==> src/verilog/nabp_defines.svh <==
`ifndef NABP_DEFINES_SVH
`define NABP_DEFINES_SVH

// geometry of one run
`define NABP_IMAGE_SIZE 8
`define NABP_LINE_LEN 16
`define NABP_NUM_PE 2
`define NABP_TAP_STEP 4

// fixed-point accumulator split
`define NABP_ACCU_INT 4
`define NABP_ACCU_FRAC 8

// AXI4-Lite bus widths
`define NABP_AXI_ADDR_W 8
`define NABP_AXI_DATA_W 32

// register offsets, byte addressed
`define NABP_REG_CTRL 'h00
`define NABP_REG_BASE 'h04
`define NABP_REG_STATUS 'h08
`define NABP_REG_SAMPLE 'h40
`define NABP_REG_RESULT 'h80

`endif

==> src/verilog/nabp_pkg.sv <==
`default_nettype none

`include "nabp_defines.svh"

package nabp_pkg;

    typedef logic [15:0] sample_t;

    // line index, wraps modulo the line length
    typedef logic [$clog2(`NABP_LINE_LEN)-1:0] ptr_t;

    // unsigned fixed point, integer part on top
    typedef logic [`NABP_ACCU_INT+`NABP_ACCU_FRAC-1:0] accu_t;

    typedef logic [31:0] pix_sum_t;

    typedef logic [$clog2(`NABP_IMAGE_SIZE)-1:0] cnt_t;

    // one tap per PE
    typedef sample_t [`NABP_NUM_PE-1:0] tap_vec_t;

    typedef enum logic [1:0] {ready_s, fill_s, fill_done_s, shift_s} shifter_state_t;

    typedef enum logic [1:0] {
        ctrl_idle_s,
        ctrl_fill_s,
        ctrl_shift_s,
        ctrl_done_s
    } ctrl_state_t;

endpackage

`default_nettype wire

==> src/verilog/nabp_shift_if.sv <==
`timescale 1ns/100ps
`default_nettype none

interface nabp_shift_if;

    // clear pulse at fill start
    logic kick;
    // pointer advance, undelayed
    logic mp_shift_en;
    // pointer advance seen one cycle later
    logic lb_shift_en;
    // tap valid at the PE inputs
    logic pe_en;
    // end of shift, aligned with the last pe_en
    logic done;

    modport source (output kick, mp_shift_en, lb_shift_en, pe_en, done);

    modport line_buffer (input kick, mp_shift_en);

    modport pe (input kick, pe_en);

endinterface

`default_nettype wire

==> src/verilog/nabp_ctrl_regs.sv <==
`timescale 1ns/100ps
`default_nettype none

`include "nabp_defines.svh"

module nabp_ctrl_regs
    import nabp_pkg::*;
(
    input  logic                          clk,
    input  logic                          reset_n,
    input  logic [`NABP_AXI_ADDR_W-1:0]   awaddr,
    input  logic                          awvalid,
    output logic                          awready,
    input  logic [`NABP_AXI_DATA_W-1:0]   wdata,
    input  logic [`NABP_AXI_DATA_W/8-1:0] wstrb,
    input  logic                          wvalid,
    output logic                          wready,
    output logic [1:0]                    bresp,
    output logic                          bvalid,
    input  logic                          bready,
    input  logic [`NABP_AXI_ADDR_W-1:0]   araddr,
    input  logic                          arvalid,
    output logic                          arready,
    output logic [`NABP_AXI_DATA_W-1:0]   rdata,
    output logic [1:0]                    rresp,
    output logic                          rvalid,
    input  logic                          rready,
    output logic                          fill_kick,
    output logic                          shift_kick,
    output accu_t                         accu_base,
    input  logic                          fill_done,
    input  logic                          shift_done,
    output logic                          sample_we,
    output ptr_t                          sample_addr,
    output sample_t                       sample_data,
    input  pix_sum_t [`NABP_NUM_PE-1:0]   sums
);

    localparam int AW = `NABP_AXI_ADDR_W;
    localparam int DW = `NABP_AXI_DATA_W;
    localparam int PE_SEL_W = (`NABP_NUM_PE > 1) ? $clog2(`NABP_NUM_PE) : 1;

    localparam logic [AW-1:0] CTRL_ADDR = AW'(`NABP_REG_CTRL);
    localparam logic [AW-1:0] BASE_ADDR = AW'(`NABP_REG_BASE);
    localparam logic [AW-1:0] STATUS_ADDR = AW'(`NABP_REG_STATUS);
    localparam logic [AW-1:0] SAMPLE_ADDR = AW'(`NABP_REG_SAMPLE);
    localparam logic [AW-1:0] SAMPLE_END = AW'(`NABP_REG_SAMPLE + 4 * `NABP_LINE_LEN);
    localparam logic [AW-1:0] RESULT_ADDR = AW'(`NABP_REG_RESULT);
    localparam logic [AW-1:0] RESULT_END = AW'(`NABP_REG_RESULT + 4 * `NABP_NUM_PE);

    ctrl_state_t     state;
    logic            aw_w_ready;
    logic            wr_fire;
    logic            rd_fire;
    logic            start_pend;
    logic            busy;
    logic            done;
    logic            is_sample;
    logic [DW-1:0]   rd_mux;

    assign awready = aw_w_ready;
    assign wready = aw_w_ready;
    assign wr_fire = aw_w_ready && awvalid && wvalid;
    assign rd_fire = arready && arvalid;
    assign bresp = 2'b00;
    assign rresp = 2'b00;

    // pending start counts as busy so a second start is dropped
    assign busy = start_pend || (state == ctrl_fill_s) || (state == ctrl_shift_s);
    assign done = (state == ctrl_done_s) && !start_pend;

    // sample window is aligned, low address bits give the index
    assign is_sample = (awaddr >= SAMPLE_ADDR) && (awaddr < SAMPLE_END);
    assign sample_we = wr_fire && is_sample && (&wstrb[1:0]);
    assign sample_addr = awaddr[2 +: $bits(ptr_t)];
    assign sample_data = wdata[15:0];

    // write channel, one transfer in flight
    always_ff @(posedge clk)
    begin
        if (!reset_n)
        begin
            aw_w_ready <= 1'b0;
            bvalid <= 1'b0;
            accu_base <= '0;
        end
        else
        begin
            aw_w_ready <= awvalid && wvalid && !bvalid && !aw_w_ready;
            if (wr_fire)
                bvalid <= 1'b1;
            else if (bready)
                bvalid <= 1'b0;
            if (wr_fire && (awaddr == BASE_ADDR))
            begin
                if (wstrb[0])
                    accu_base[7:0] <= wdata[7:0];
                if (wstrb[1])
                    accu_base[$bits(accu_t)-1:8] <= wdata[$bits(accu_t)-1:8];
            end
        end
    end

    // run sequencer
    always_ff @(posedge clk)
    begin
        if (!reset_n)
        begin
            state <= ctrl_idle_s;
            start_pend <= 1'b0;
            fill_kick <= 1'b0;
            shift_kick <= 1'b0;
        end
        else
        begin
            fill_kick <= 1'b0;
            shift_kick <= 1'b0;
            case (state)
                ctrl_fill_s:
                    if (fill_done)
                    begin
                        state <= ctrl_shift_s;
                        shift_kick <= 1'b1;
                    end
                ctrl_shift_s:
                    if (shift_done)
                        state <= ctrl_done_s;
                default:
                    if (start_pend)
                    begin
                        state <= ctrl_fill_s;
                        fill_kick <= 1'b1;
                        start_pend <= 1'b0;
                    end
            endcase
            // start lands one cycle after bvalid rises
            if (wr_fire && (awaddr == CTRL_ADDR) && wstrb[0] && wdata[0] && !busy)
                start_pend <= 1'b1;
        end
    end

    always_comb
    begin
        rd_mux = '0;
        if (araddr == BASE_ADDR)
            rd_mux = DW'(accu_base);
        else if (araddr == STATUS_ADDR)
            rd_mux = DW'({done, busy});
        else if ((araddr >= RESULT_ADDR) && (araddr < RESULT_END))
            rd_mux = sums[araddr[2 +: PE_SEL_W]];
    end

    // read channel, held until rready
    always_ff @(posedge clk)
    begin
        if (!reset_n)
        begin
            arready <= 1'b0;
            rvalid <= 1'b0;
        end
        else
        begin
            arready <= arvalid && !rvalid && !arready;
            if (rd_fire)
                rvalid <= 1'b1;
            else if (rready)
                rvalid <= 1'b0;
        end
    end

    always_ff @(posedge clk)
    begin
        if (rd_fire)
            rdata <= rd_mux;
    end

endmodule

`default_nettype wire

==> src/verilog/nabp_shifter.sv <==
`timescale 1ns/100ps
`default_nettype none

`include "nabp_defines.svh"

module nabp_shifter
    import nabp_pkg::*;
(
    input  logic         clk,
    input  logic         reset_n,
    input  logic         fill_kick,
    input  logic         shift_kick,
    input  accu_t        accu_base,
    output logic         fill_done,
    output logic         shift_done,
    nabp_shift_if.source shift
);

    localparam int ACCU_W = $bits(accu_t);

    // fill walks the pointer to the last tap, shift covers every pixel
    localparam cnt_t FILL_CNT_INIT = cnt_t'(`NABP_TAP_STEP * (`NABP_NUM_PE - 1));
    localparam cnt_t SHIFT_CNT_INIT = cnt_t'(`NABP_IMAGE_SIZE - 1);

    shifter_state_t state;
    shifter_state_t next_state;
    cnt_t           cnt;
    accu_t          accu;
    accu_t          accu_next;
    logic           fill_last;
    logic           shift_last;
    logic           mp_en;
    logic           lb_en_d;
    logic [1:0]     pe_en_d;
    logic [1:0]     done_d;

    // wraps harmlessly, only the integer boundary matters
    assign accu_next = accu + accu_base;

    assign fill_last = (state == fill_s) && (cnt == '0);
    assign shift_last = (state == shift_s) && (cnt == '0);

    assign mp_en = ((state == fill_s) && !fill_last) ||
                   ((state == shift_s) &&
                    (accu_next[ACCU_W-1 -: `NABP_ACCU_INT] != accu[ACCU_W-1 -: `NABP_ACCU_INT]));

    always_comb
    begin
        next_state = state;
        case (state)
            ready_s:
                if (fill_kick)
                    next_state = fill_s;
            fill_s:
                if (fill_last)
                    next_state = fill_done_s;
            fill_done_s:
                if (shift_kick)
                    next_state = shift_s;
            shift_s:
                if (shift_last)
                    next_state = ready_s;
            default:
                next_state = ready_s;
        endcase
    end

    always_ff @(posedge clk)
    begin
        if (!reset_n)
            state <= ready_s;
        else
            state <= next_state;
    end

    always_ff @(posedge clk)
    begin
        if (!reset_n)
        begin
            cnt <= FILL_CNT_INIT;
            accu <= '0;
        end
        else
        begin
            case (state)
                fill_s:
                    if (cnt != '0)
                        cnt <= cnt - cnt_t'(1);
                fill_done_s:
                    cnt <= SHIFT_CNT_INIT;
                shift_s:
                    if (cnt != '0)
                    begin
                        cnt <= cnt - cnt_t'(1);
                        accu <= accu_next;
                    end
                default:
                begin
                    cnt <= FILL_CNT_INIT;
                    accu <= '0;
                end
            endcase
        end
    end

    // address stage then read stage ahead of the PEs
    always_ff @(posedge clk)
    begin
        if (!reset_n)
        begin
            lb_en_d <= 1'b0;
            pe_en_d <= '0;
            done_d <= '0;
        end
        else
        begin
            lb_en_d <= mp_en;
            pe_en_d <= {pe_en_d[0], state == shift_s};
            done_d <= {done_d[0], shift_last};
        end
    end

    assign fill_done = fill_last;
    assign shift_done = done_d[1];

    assign shift.kick = fill_kick;
    assign shift.mp_shift_en = mp_en;
    assign shift.lb_shift_en = lb_en_d;
    assign shift.pe_en = pe_en_d[1];
    assign shift.done = done_d[1];

endmodule

`default_nettype wire

==> src/verilog/nabp_line_buffer.sv <==
`timescale 1ns/100ps
`default_nettype none

`include "nabp_defines.svh"

module nabp_line_buffer
    import nabp_pkg::*;
(
    input  logic              clk,
    input  logic              reset_n,
    nabp_shift_if.line_buffer shift,
    input  logic              sample_we,
    input  ptr_t              sample_addr,
    input  sample_t           sample_data,
    output tap_vec_t          taps
);

    sample_t mem [`NABP_LINE_LEN];
    ptr_t    ptr;
    ptr_t    tap_addr [`NABP_NUM_PE];

    always_ff @(posedge clk)
    begin
        if (sample_we)
            mem[sample_addr] <= sample_data;
    end

    // read pointer, back to sample 0 at each run
    always_ff @(posedge clk)
    begin
        if (!reset_n)
            ptr <= '0;
        else if (shift.kick)
            ptr <= '0;
        else if (shift.mp_shift_en)
            ptr <= ptr + ptr_t'(1);
    end

    // PE p trails the pointer by p tap steps, modulo the line
    always_ff @(posedge clk)
    begin
        for (int p = 0; p < `NABP_NUM_PE; p++)
        begin
            tap_addr[p] <= ptr - ptr_t'(p * `NABP_TAP_STEP);
        end
    end

    // one cycle read latency
    always_ff @(posedge clk)
    begin
        for (int p = 0; p < `NABP_NUM_PE; p++)
        begin
            taps[p] <= mem[tap_addr[p]];
        end
    end

endmodule

`default_nettype wire

==> src/verilog/nabp_pe_array.sv <==
`timescale 1ns/100ps
`default_nettype none

`include "nabp_defines.svh"

module nabp_pe_array
    import nabp_pkg::*;
(
    input  logic                        clk,
    input  logic                        reset_n,
    nabp_shift_if.pe                    shift,
    input  tap_vec_t                    taps,
    output pix_sum_t [`NABP_NUM_PE-1:0] sums
);

    genvar p;

    generate
        for (p = 0; p < `NABP_NUM_PE; p++)
        begin : g_pe
            pix_sum_t tap_ext;

            assign tap_ext = pix_sum_t'(taps[p]);

            // sum held once the run ends, until the next kick
            always_ff @(posedge clk)
            begin
                if (!reset_n)
                    sums[p] <= '0;
                else if (shift.kick)
                    sums[p] <= '0;
                else if (shift.pe_en)
                    sums[p] <= sums[p] + tap_ext;
            end
        end
    endgenerate

endmodule

`default_nettype wire

==> src/verilog/nabp_top.sv <==
`timescale 1ns/100ps
`default_nettype none

`include "nabp_defines.svh"

module nabp_top
    import nabp_pkg::*;
(
    input  logic                          clk,
    input  logic                          reset_n,
    input  logic [`NABP_AXI_ADDR_W-1:0]   awaddr,
    input  logic                          awvalid,
    output logic                          awready,
    input  logic [`NABP_AXI_DATA_W-1:0]   wdata,
    input  logic [`NABP_AXI_DATA_W/8-1:0] wstrb,
    input  logic                          wvalid,
    output logic                          wready,
    output logic [1:0]                    bresp,
    output logic                          bvalid,
    input  logic                          bready,
    input  logic [`NABP_AXI_ADDR_W-1:0]   araddr,
    input  logic                          arvalid,
    output logic                          arready,
    output logic [`NABP_AXI_DATA_W-1:0]   rdata,
    output logic [1:0]                    rresp,
    output logic                          rvalid,
    input  logic                          rready
);

    logic                        fill_kick;
    logic                        shift_kick;
    accu_t                       accu_base;
    logic                        fill_done;
    logic                        shift_done;
    logic                        sample_we;
    ptr_t                        sample_addr;
    sample_t                     sample_data;
    tap_vec_t                    taps;
    pix_sum_t [`NABP_NUM_PE-1:0] sums;

    nabp_shift_if i_shift_if ();

    nabp_ctrl_regs i_ctrl_regs (
        .clk         (clk),
        .reset_n     (reset_n),
        .awaddr      (awaddr),
        .awvalid     (awvalid),
        .awready     (awready),
        .wdata       (wdata),
        .wstrb       (wstrb),
        .wvalid      (wvalid),
        .wready      (wready),
        .bresp       (bresp),
        .bvalid      (bvalid),
        .bready      (bready),
        .araddr      (araddr),
        .arvalid     (arvalid),
        .arready     (arready),
        .rdata       (rdata),
        .rresp       (rresp),
        .rvalid      (rvalid),
        .rready      (rready),
        .fill_kick   (fill_kick),
        .shift_kick  (shift_kick),
        .accu_base   (accu_base),
        .fill_done   (fill_done),
        .shift_done  (shift_done),
        .sample_we   (sample_we),
        .sample_addr (sample_addr),
        .sample_data (sample_data),
        .sums        (sums)
    );

    nabp_shifter i_shifter (
        .clk        (clk),
        .reset_n    (reset_n),
        .fill_kick  (fill_kick),
        .shift_kick (shift_kick),
        .accu_base  (accu_base),
        .fill_done  (fill_done),
        .shift_done (shift_done),
        .shift      (i_shift_if.source)
    );

    nabp_line_buffer i_line_buffer (
        .clk         (clk),
        .reset_n     (reset_n),
        .shift       (i_shift_if.line_buffer),
        .sample_we   (sample_we),
        .sample_addr (sample_addr),
        .sample_data (sample_data),
        .taps        (taps)
    );

    nabp_pe_array i_pe_array (
        .clk     (clk),
        .reset_n (reset_n),
        .shift   (i_shift_if.pe),
        .taps    (taps),
        .sums    (sums)
    );

endmodule

`default_nettype wire

==> config.mk <==
export PLATFORM = sky130hd
export DESIGN_NAME = nabp_top
export DESIGN_NICKNAME = d
export VERILOG_FILES = /design/src/verilog/nabp_pkg.sv /design/src/verilog/nabp_shift_if.sv /design/src/verilog/nabp_ctrl_regs.sv /design/src/verilog/nabp_shifter.sv /design/src/verilog/nabp_line_buffer.sv /design/src/verilog/nabp_pe_array.sv /design/src/verilog/nabp_top.sv
export VERILOG_INCLUDE_DIRS = /design/src /design/src/verilog
export SDC_FILE = /design/constraint.sdc
export NUM_CORES = 1
export LEC_CHECK = 0
export BUFFER_PORTS_ARGS = -buffer_cell sky130_fd_sc_hd__buf_2
export CELL_PAD_IN_SITES_DETAIL_PLACEMENT = 1
export CELL_PAD_IN_SITES_GLOBAL_PLACEMENT = 2
export CORE_MARGIN = 1
export CORE_UTILIZATION = 40
export CTS_CLUSTER_SIZE = 14
export DETAILED_ROUTE_END_ITERATION = 10
export PLACE_DENSITY_LB_ADDON = 0.1
export SKIP_CTS_REPAIR_TIMING = 1
export SYNTH_ARGS = -nofsm -noshare
export SYNTH_HDL_FRONTEND = slang
export SYNTH_SLANG_ARGS = --single-unit
==> constraint.sdc <==
create_clock -name clk -period 3.7 [get_ports clk]
set_input_delay 0 -clock clk [delete_from_list [all_inputs] [get_ports clk]]
set_output_delay 0 -clock clk [all_outputs]
set_load 0.1 [all_outputs]
# --- After elaboration in Yosys (flattened, before gate mapping) ---
# Memory sizes are Yosys's and may differ from the RTL's. A register that Yosys moved wholly into a read port is not among the register bits.
# Index checks and enable logic that the tools add are counted.
totals:
  regBits: 142
  ramBits: 264
  out_inout_bits: 41
  mem_count: 2
mem_list:
  columns: ["memory", "depth", "word_bits", "rd", "rd_clocked_by_memory_dff", "write_ports", "line", "source"]
  rows:
  - ["i_line_buffer.mem", 16, 16, 2, 2, 1, "nabp_line_buffer.sv:18", "sample_t mem [`NABP_LINE_LEN];"]
  - ["i_line_buffer.tap_addr", 2, 4, 2, 0, 2, "nabp_line_buffer.sv:20", "ptr_t tap_addr [`NABP_NUM_PE];"]
classes:
  n_addsub: 6
  order_cmp: 5
  eq_ne: 19
  n_mux: 27
  bitwise_logic: 3
  n_reduce_logical: 52
ops:
  columns: ["op", "count"]
  rows:
  - ["$add A32 B16 Y32", 2]
  - ["$mux W32", 2]
  - ["$mux W12", 4]
  - ["$pmux W12 S2", 1]
  - ["$logic_and A1 B1 Y1", 22]
  - ["$eq A8 B3 Y1 const B", 2]
  - ["$lt A8 B8 Y1 const B", 2]
  - ["$add A12 B12 Y12", 1]
  - ["$mux W2", 6]
  - ["$ne A2 B1 Y1 const B", 6]
  - ["$mux W1", 10]
  - ["$reduce_and A2 Y1", 5]
  - ["$eq A2 B2 Y1 const B", 4]
  - ["$eq A8 B4 Y1 const B", 1]
  - ["$ge A8 B7 Y1 const B", 1]
  - ["$ge A8 B8 Y1 const B", 1]
  - ["$logic_not A8 Y1", 1]
  - ["$pmux W2 S4", 1]
  - ["$reduce_or A2 Y1", 4]
  - ["$logic_not A1 Y1", 7]
  - ["$ne A2 B2 Y1 const B", 3]
  - ["$pmux W3 S2", 1]
  - ["$reduce_bool A3 Y1", 2]
  - ["$reduce_or A3 Y1", 2]
  - ["15 further kinds", 21]

# --- Logic depth before layout (Yosys ltp) ---
logic_depth:
  ltp_word: 7
  depth_mapped: 10

# --- Hierarchy ---
# A second synthesis with hierarchy kept.
hier_totals:
  hier_cells: 1476
  area_unflattened_um2: 19414.9
modules_own_cells:
  columns: ["module", "instances", "cells_per_inst", "area_each_um2", "seq_area_each_um2"]
  rows:
  - ["nabp_line_buffer", 1, 531, 10980.5, 8528.2]
  - ["nabp_pe_array", 1, 522, 4186.5, 1281.2]
  - ["nabp_ctrl_regs", 1, 246, 2733.9, 1381.3]
  - ["nabp_shifter", 1, 177, 1514.0, 420.4]

# --- Worst setup path after synthesis ---
# Ideal clock, no wire load.
synth_path:
  path_type: "reg-to-reg"
  startpoint: "register i_ctrl_regs.aw_w_ready, in the netlist i_ctrl_regs.awready"
  endpoint: "memory i_line_buffer.mem[4][0] (netlist name) (enable)"
  setup_time_ns: 0.409
  arrival_ns: 2.867
  required_ns: 3.291
  setup_slack_ns: 0.424
  path_stages_with_launch: 5
  path_cell_list: "dfxtp_1 -> nand4_1 -> nor4_1 -> nand2_1 -> nor3_1"
synth_between:
  elab_chain_len: 6
synth_rtl:
  columns: ["item", "line", "source"]
  rows:
  - ["from (decl)", "nabp_ctrl_regs.sv:52", "logic aw_w_ready;"]
  - ["from (signal assigned)", "nabp_ctrl_regs.sv:89", "aw_w_ready <= awvalid && wvalid && !bvalid && !aw_w_ready;"]
  - ["$logic_and A1 B1 Y1 (2 in a row)", "nabp_ctrl_regs.sv:63", "assign wr_fire = aw_w_ready && awvalid && wvalid;"]
  - ["$logic_and A1 B1 Y1 (2 in a row)", "nabp_ctrl_regs.sv:74", "assign sample_we = wr_fire && is_sample && (&wstrb[1:0]);"]
  - ["$mux W1", "nabp_line_buffer.sv:24", "if (sample_we)"]
  - ["$mux W1 (not written as such)", "nabp_line_buffer.sv:25", "mem[sample_addr] <= sample_data;"]
  - ["to (decl)", "nabp_line_buffer.sv:18", null]
# No other way between the ends.

# --- Worst setup path after layout ---
layout_path:
  startpoint: "register i_pe_array.sums[0] (netlist name)"
  endpoint: "register i_pe_array.sums[16] (netlist name)"
layout_between:
  elab_chain_len: 1
layout_rtl:
  columns: ["item", "line", "source"]
  rows:
  - ["from (decl)", "nabp_pe_array.sv:13", "output pix_sum_t [`NABP_NUM_PE-1:0] sums"]
  - ["from (signal, indexed assignment)", "nabp_pe_array.sv:33", "sums[p] <= sums[p] + tap_ext;"]
  - ["$add A32 B16 Y32", "nabp_pe_array.sv:33", null]
# No other way between the ends.
# A chain may end at the register's enable or synchronous reset.

==> metrics <==
global route total overflow=0; Layout Skew=0.0112 ns; post-DP HPWL=29,500 um; clk_lat worst skew=0.60 ns; Synth area leaders=edfxtp_1, dfxtp_1, mux4_2; minimum clock period=3.13 ns; mean routed wirelength per cell=21.1 um; port buffer count=77; critical path's largest stage delay=0.58 ns; CTS tree=yes; Yosys top cell area share=0.458; peak supply drop=0.451 mV; Die Y-Extent=219 um; initial antenna violation count=0; Least-Margin Pin Slew=1.03 ns; Top FF cell, synth=edfxtp_1; starting density of the core=0.406; ant diodes=0; RePlAce Congestion=0.773; core region area=0.0466 mm2; Yosys cell types=80; Max clock buf depth=3; Post-synth top cells=edfxtp_1, dfxtp_1, nor2_1, mux4_2, mux2i_1; critical path fanouts, max=10; Worst Setup Path Type=reg -> reg; Synth Cell Area=0.0189 mm2; FF-to-FF setup slack=0.57 ns; max-cap violation count=0; RSZ-0062 raised after global routing=no; Total Routed Length=43,300 um; # IOs=100; vias=10,900; num rows=79; layout cell share with drive strength beyond 1=0.215; crit-path cells=ha_1 > fa_1 > a21oi_1 > o21bai_2 > a2111oi_2 > o31ai_4 > a221oi_4 > nor2b_1 > xnor2_1 > nor2_1; Seq/Total Area, Yosys=0.613; vias in the first global route=11,400; Slew Limit Fails=0; synthesized flop and latch total=435; Achievable Freq=320 MHz; CP Buf/Inv Count=0; hold_ws=-0.00125 ns; cts bufs inserted=49; antenna viol nets, final=0; failing checks=negative hold slack; yosys synthesis warning count=0; Slew HR=0.314; first-pass GRT wire length=67,700 um; worst min-delay path class=in -> reg; area grow syn2layout=16.2%; Clock Sinks=435; Setup violations, final=0; vias per inst=5.31; Final Net Count=1,518; outcome=finished with violations; Synth Instances=1,269; Mapped Avg Cell Area=14.9 um2; final core utilization=0.471; leakage power=7.69 nW; clock slew at reported path FFs=0.06 ns; CP delay by family, top=compound AO/OA/AOI/OAI gates; Die Wd=219 um; Critical-path top delay cell=a2111oi_2; post-synth top area cell=edfxtp_1; Iter 0 DRT Violations=619; Setup crit end kind=register; Worst EP arrival=3.59 ns; Synth async-reset ratio=0; most frequent cell after synthesis=edfxtp_1; final hold viol count=1; Post-Route Setup TNS=0 ns; Post-synth EDFFs=288; Final period util=0.845; die area=0.0481 mm2; pwr dens=484 mW/mm2; largest net degree at the start of global routing=45; root buf cell=clkbuf_16; DR DRC count=0; CP required=4.16 ns; drt first pass iters=5; Total GRT Usage=0.186; H-tree levels=2; crit path launch type=register
## sequential cells by signal (all words and copies together) (netlist names), 3 cells and up
signal and flops:
i_shifter.accu 11, i_line_buffer.taps 32, i_pe_array.sums 64, i_line_buffer.mem 256, i_line_buffer.tap_addr 6, i_line_buffer.ptr 4, i_ctrl_regs.accu_base 12, i_shifter.cnt 3
i_ctrl_regs.rdata 32
## layer usage
metal  track usage  vias to the layer above  routed length (um)
li1              -                     5109                   -
met1         0.257                     5560               19900
met2         0.302                      154               20800
met3        0.0308                       58                1740
met4        0.0509                        0                 837
met5             0                        -                   0
## final timing paths
check                                          start                            to  depth (start not counted)
worst max-delay path              i_pe_array.sums[0]           i_pe_array.sums[16]                         10
worst min-delay path                         reset_n              i_shifter.cnt[2]                          2
worst max register to register    i_pe_array.sums[0]           i_pe_array.sums[16]                         10
worst min register to register  i_line_buffer.ptr[1]  i_line_buffer.tap_addr[0][5]                          0
## cells in the final DEF, fill, tap and decap left out, drive strengths merged, types with 12 or more instances in the layout
cell type	netlist	layout
a211oi	12	12
a21o	27	27
a21oi	41	41
and2	12	12
buf	22	106
clkbuf	34	61
clkinv	0	21
dfxtp	147	147
dlygate4sd3	0	29
edfxtp	288	288
ha	54	54
inv	23	25
mux2i	69	69
mux4	96	96
nand2	44	44
nand2b	14	14
nand3	13	13
nor2	104	104
nor2b	33	33
nor3	22	22
o21ai	26	26
xnor2	55	55
## report_power, final
part / switching, mW / total [mW] / internal [mW]
Combinational: 0.400 / 0.623 / 0.223
Sequential: 0.0484 / 5.26 / 5.21
Clock: 2.02 / 4.75 / 2.72
Total: 2.47 / 10.6 / 8.16
## worst reg2reg max path, stage by stage (launching register included)
cell,delay (ns)
dfxtp_1,0.33
ha_1,0.23
fa_1,0.41
a21oi_1,0.21
o21bai_2,0.12
a2111oi_2,0.58
o31ai_4,0.20
a221oi_4,0.57
nor2b_1,0.13
xnor2_1,0.17
nor2_1,0.06
## metrics by stage
step | hold slack, ns | area [um2] | setup slack, ns | total power [mW] | cells
finish | -0.00125 | 21900 | 0.574 | 10.6 | 2049
global route | 0.0293 | 21900 | 0.277 | 11.0 | 2049
CTS | -0.375 | 21700 | 0.531 | 10.8 | 2020
detailed placement | 0.273 | 20100 | 0.552 | 5.97 | 1929
global placement | 0.265 | 20100 | 0.554 | 5.96 | 1929
floorplan | 0.0989 | 18900 | 0.424 | 5.79 | 1272
## final cells by class
class | instances | area [um2]
Fill cell | 4572 | 24600
Sequential cell | 435 | 11600
Multi-Input combinational cell | 758 | 7020
Clock buffer | 61 | 1300
Timing Repair Buffer | 135 | 906
Tap cell | 607 | 759
Clock inverter | 30 | 282
Inverter | 23 | 86.3
## cell families after synthesis
kind of cell / after synthesis / share of synthesized area
compound gates: 166 / 0.0656
mux: 165 / 0.151
buf+inv: 79 / 0.0171
other cells: 1 / 0.000198
simple gates: 299 / 0.0807
xor+xnor: 67 / 0.0331
flops: 435 / 0.613
fa+ha+maj: 57 / 0.0389
Power figures use the tool's default switching activity.
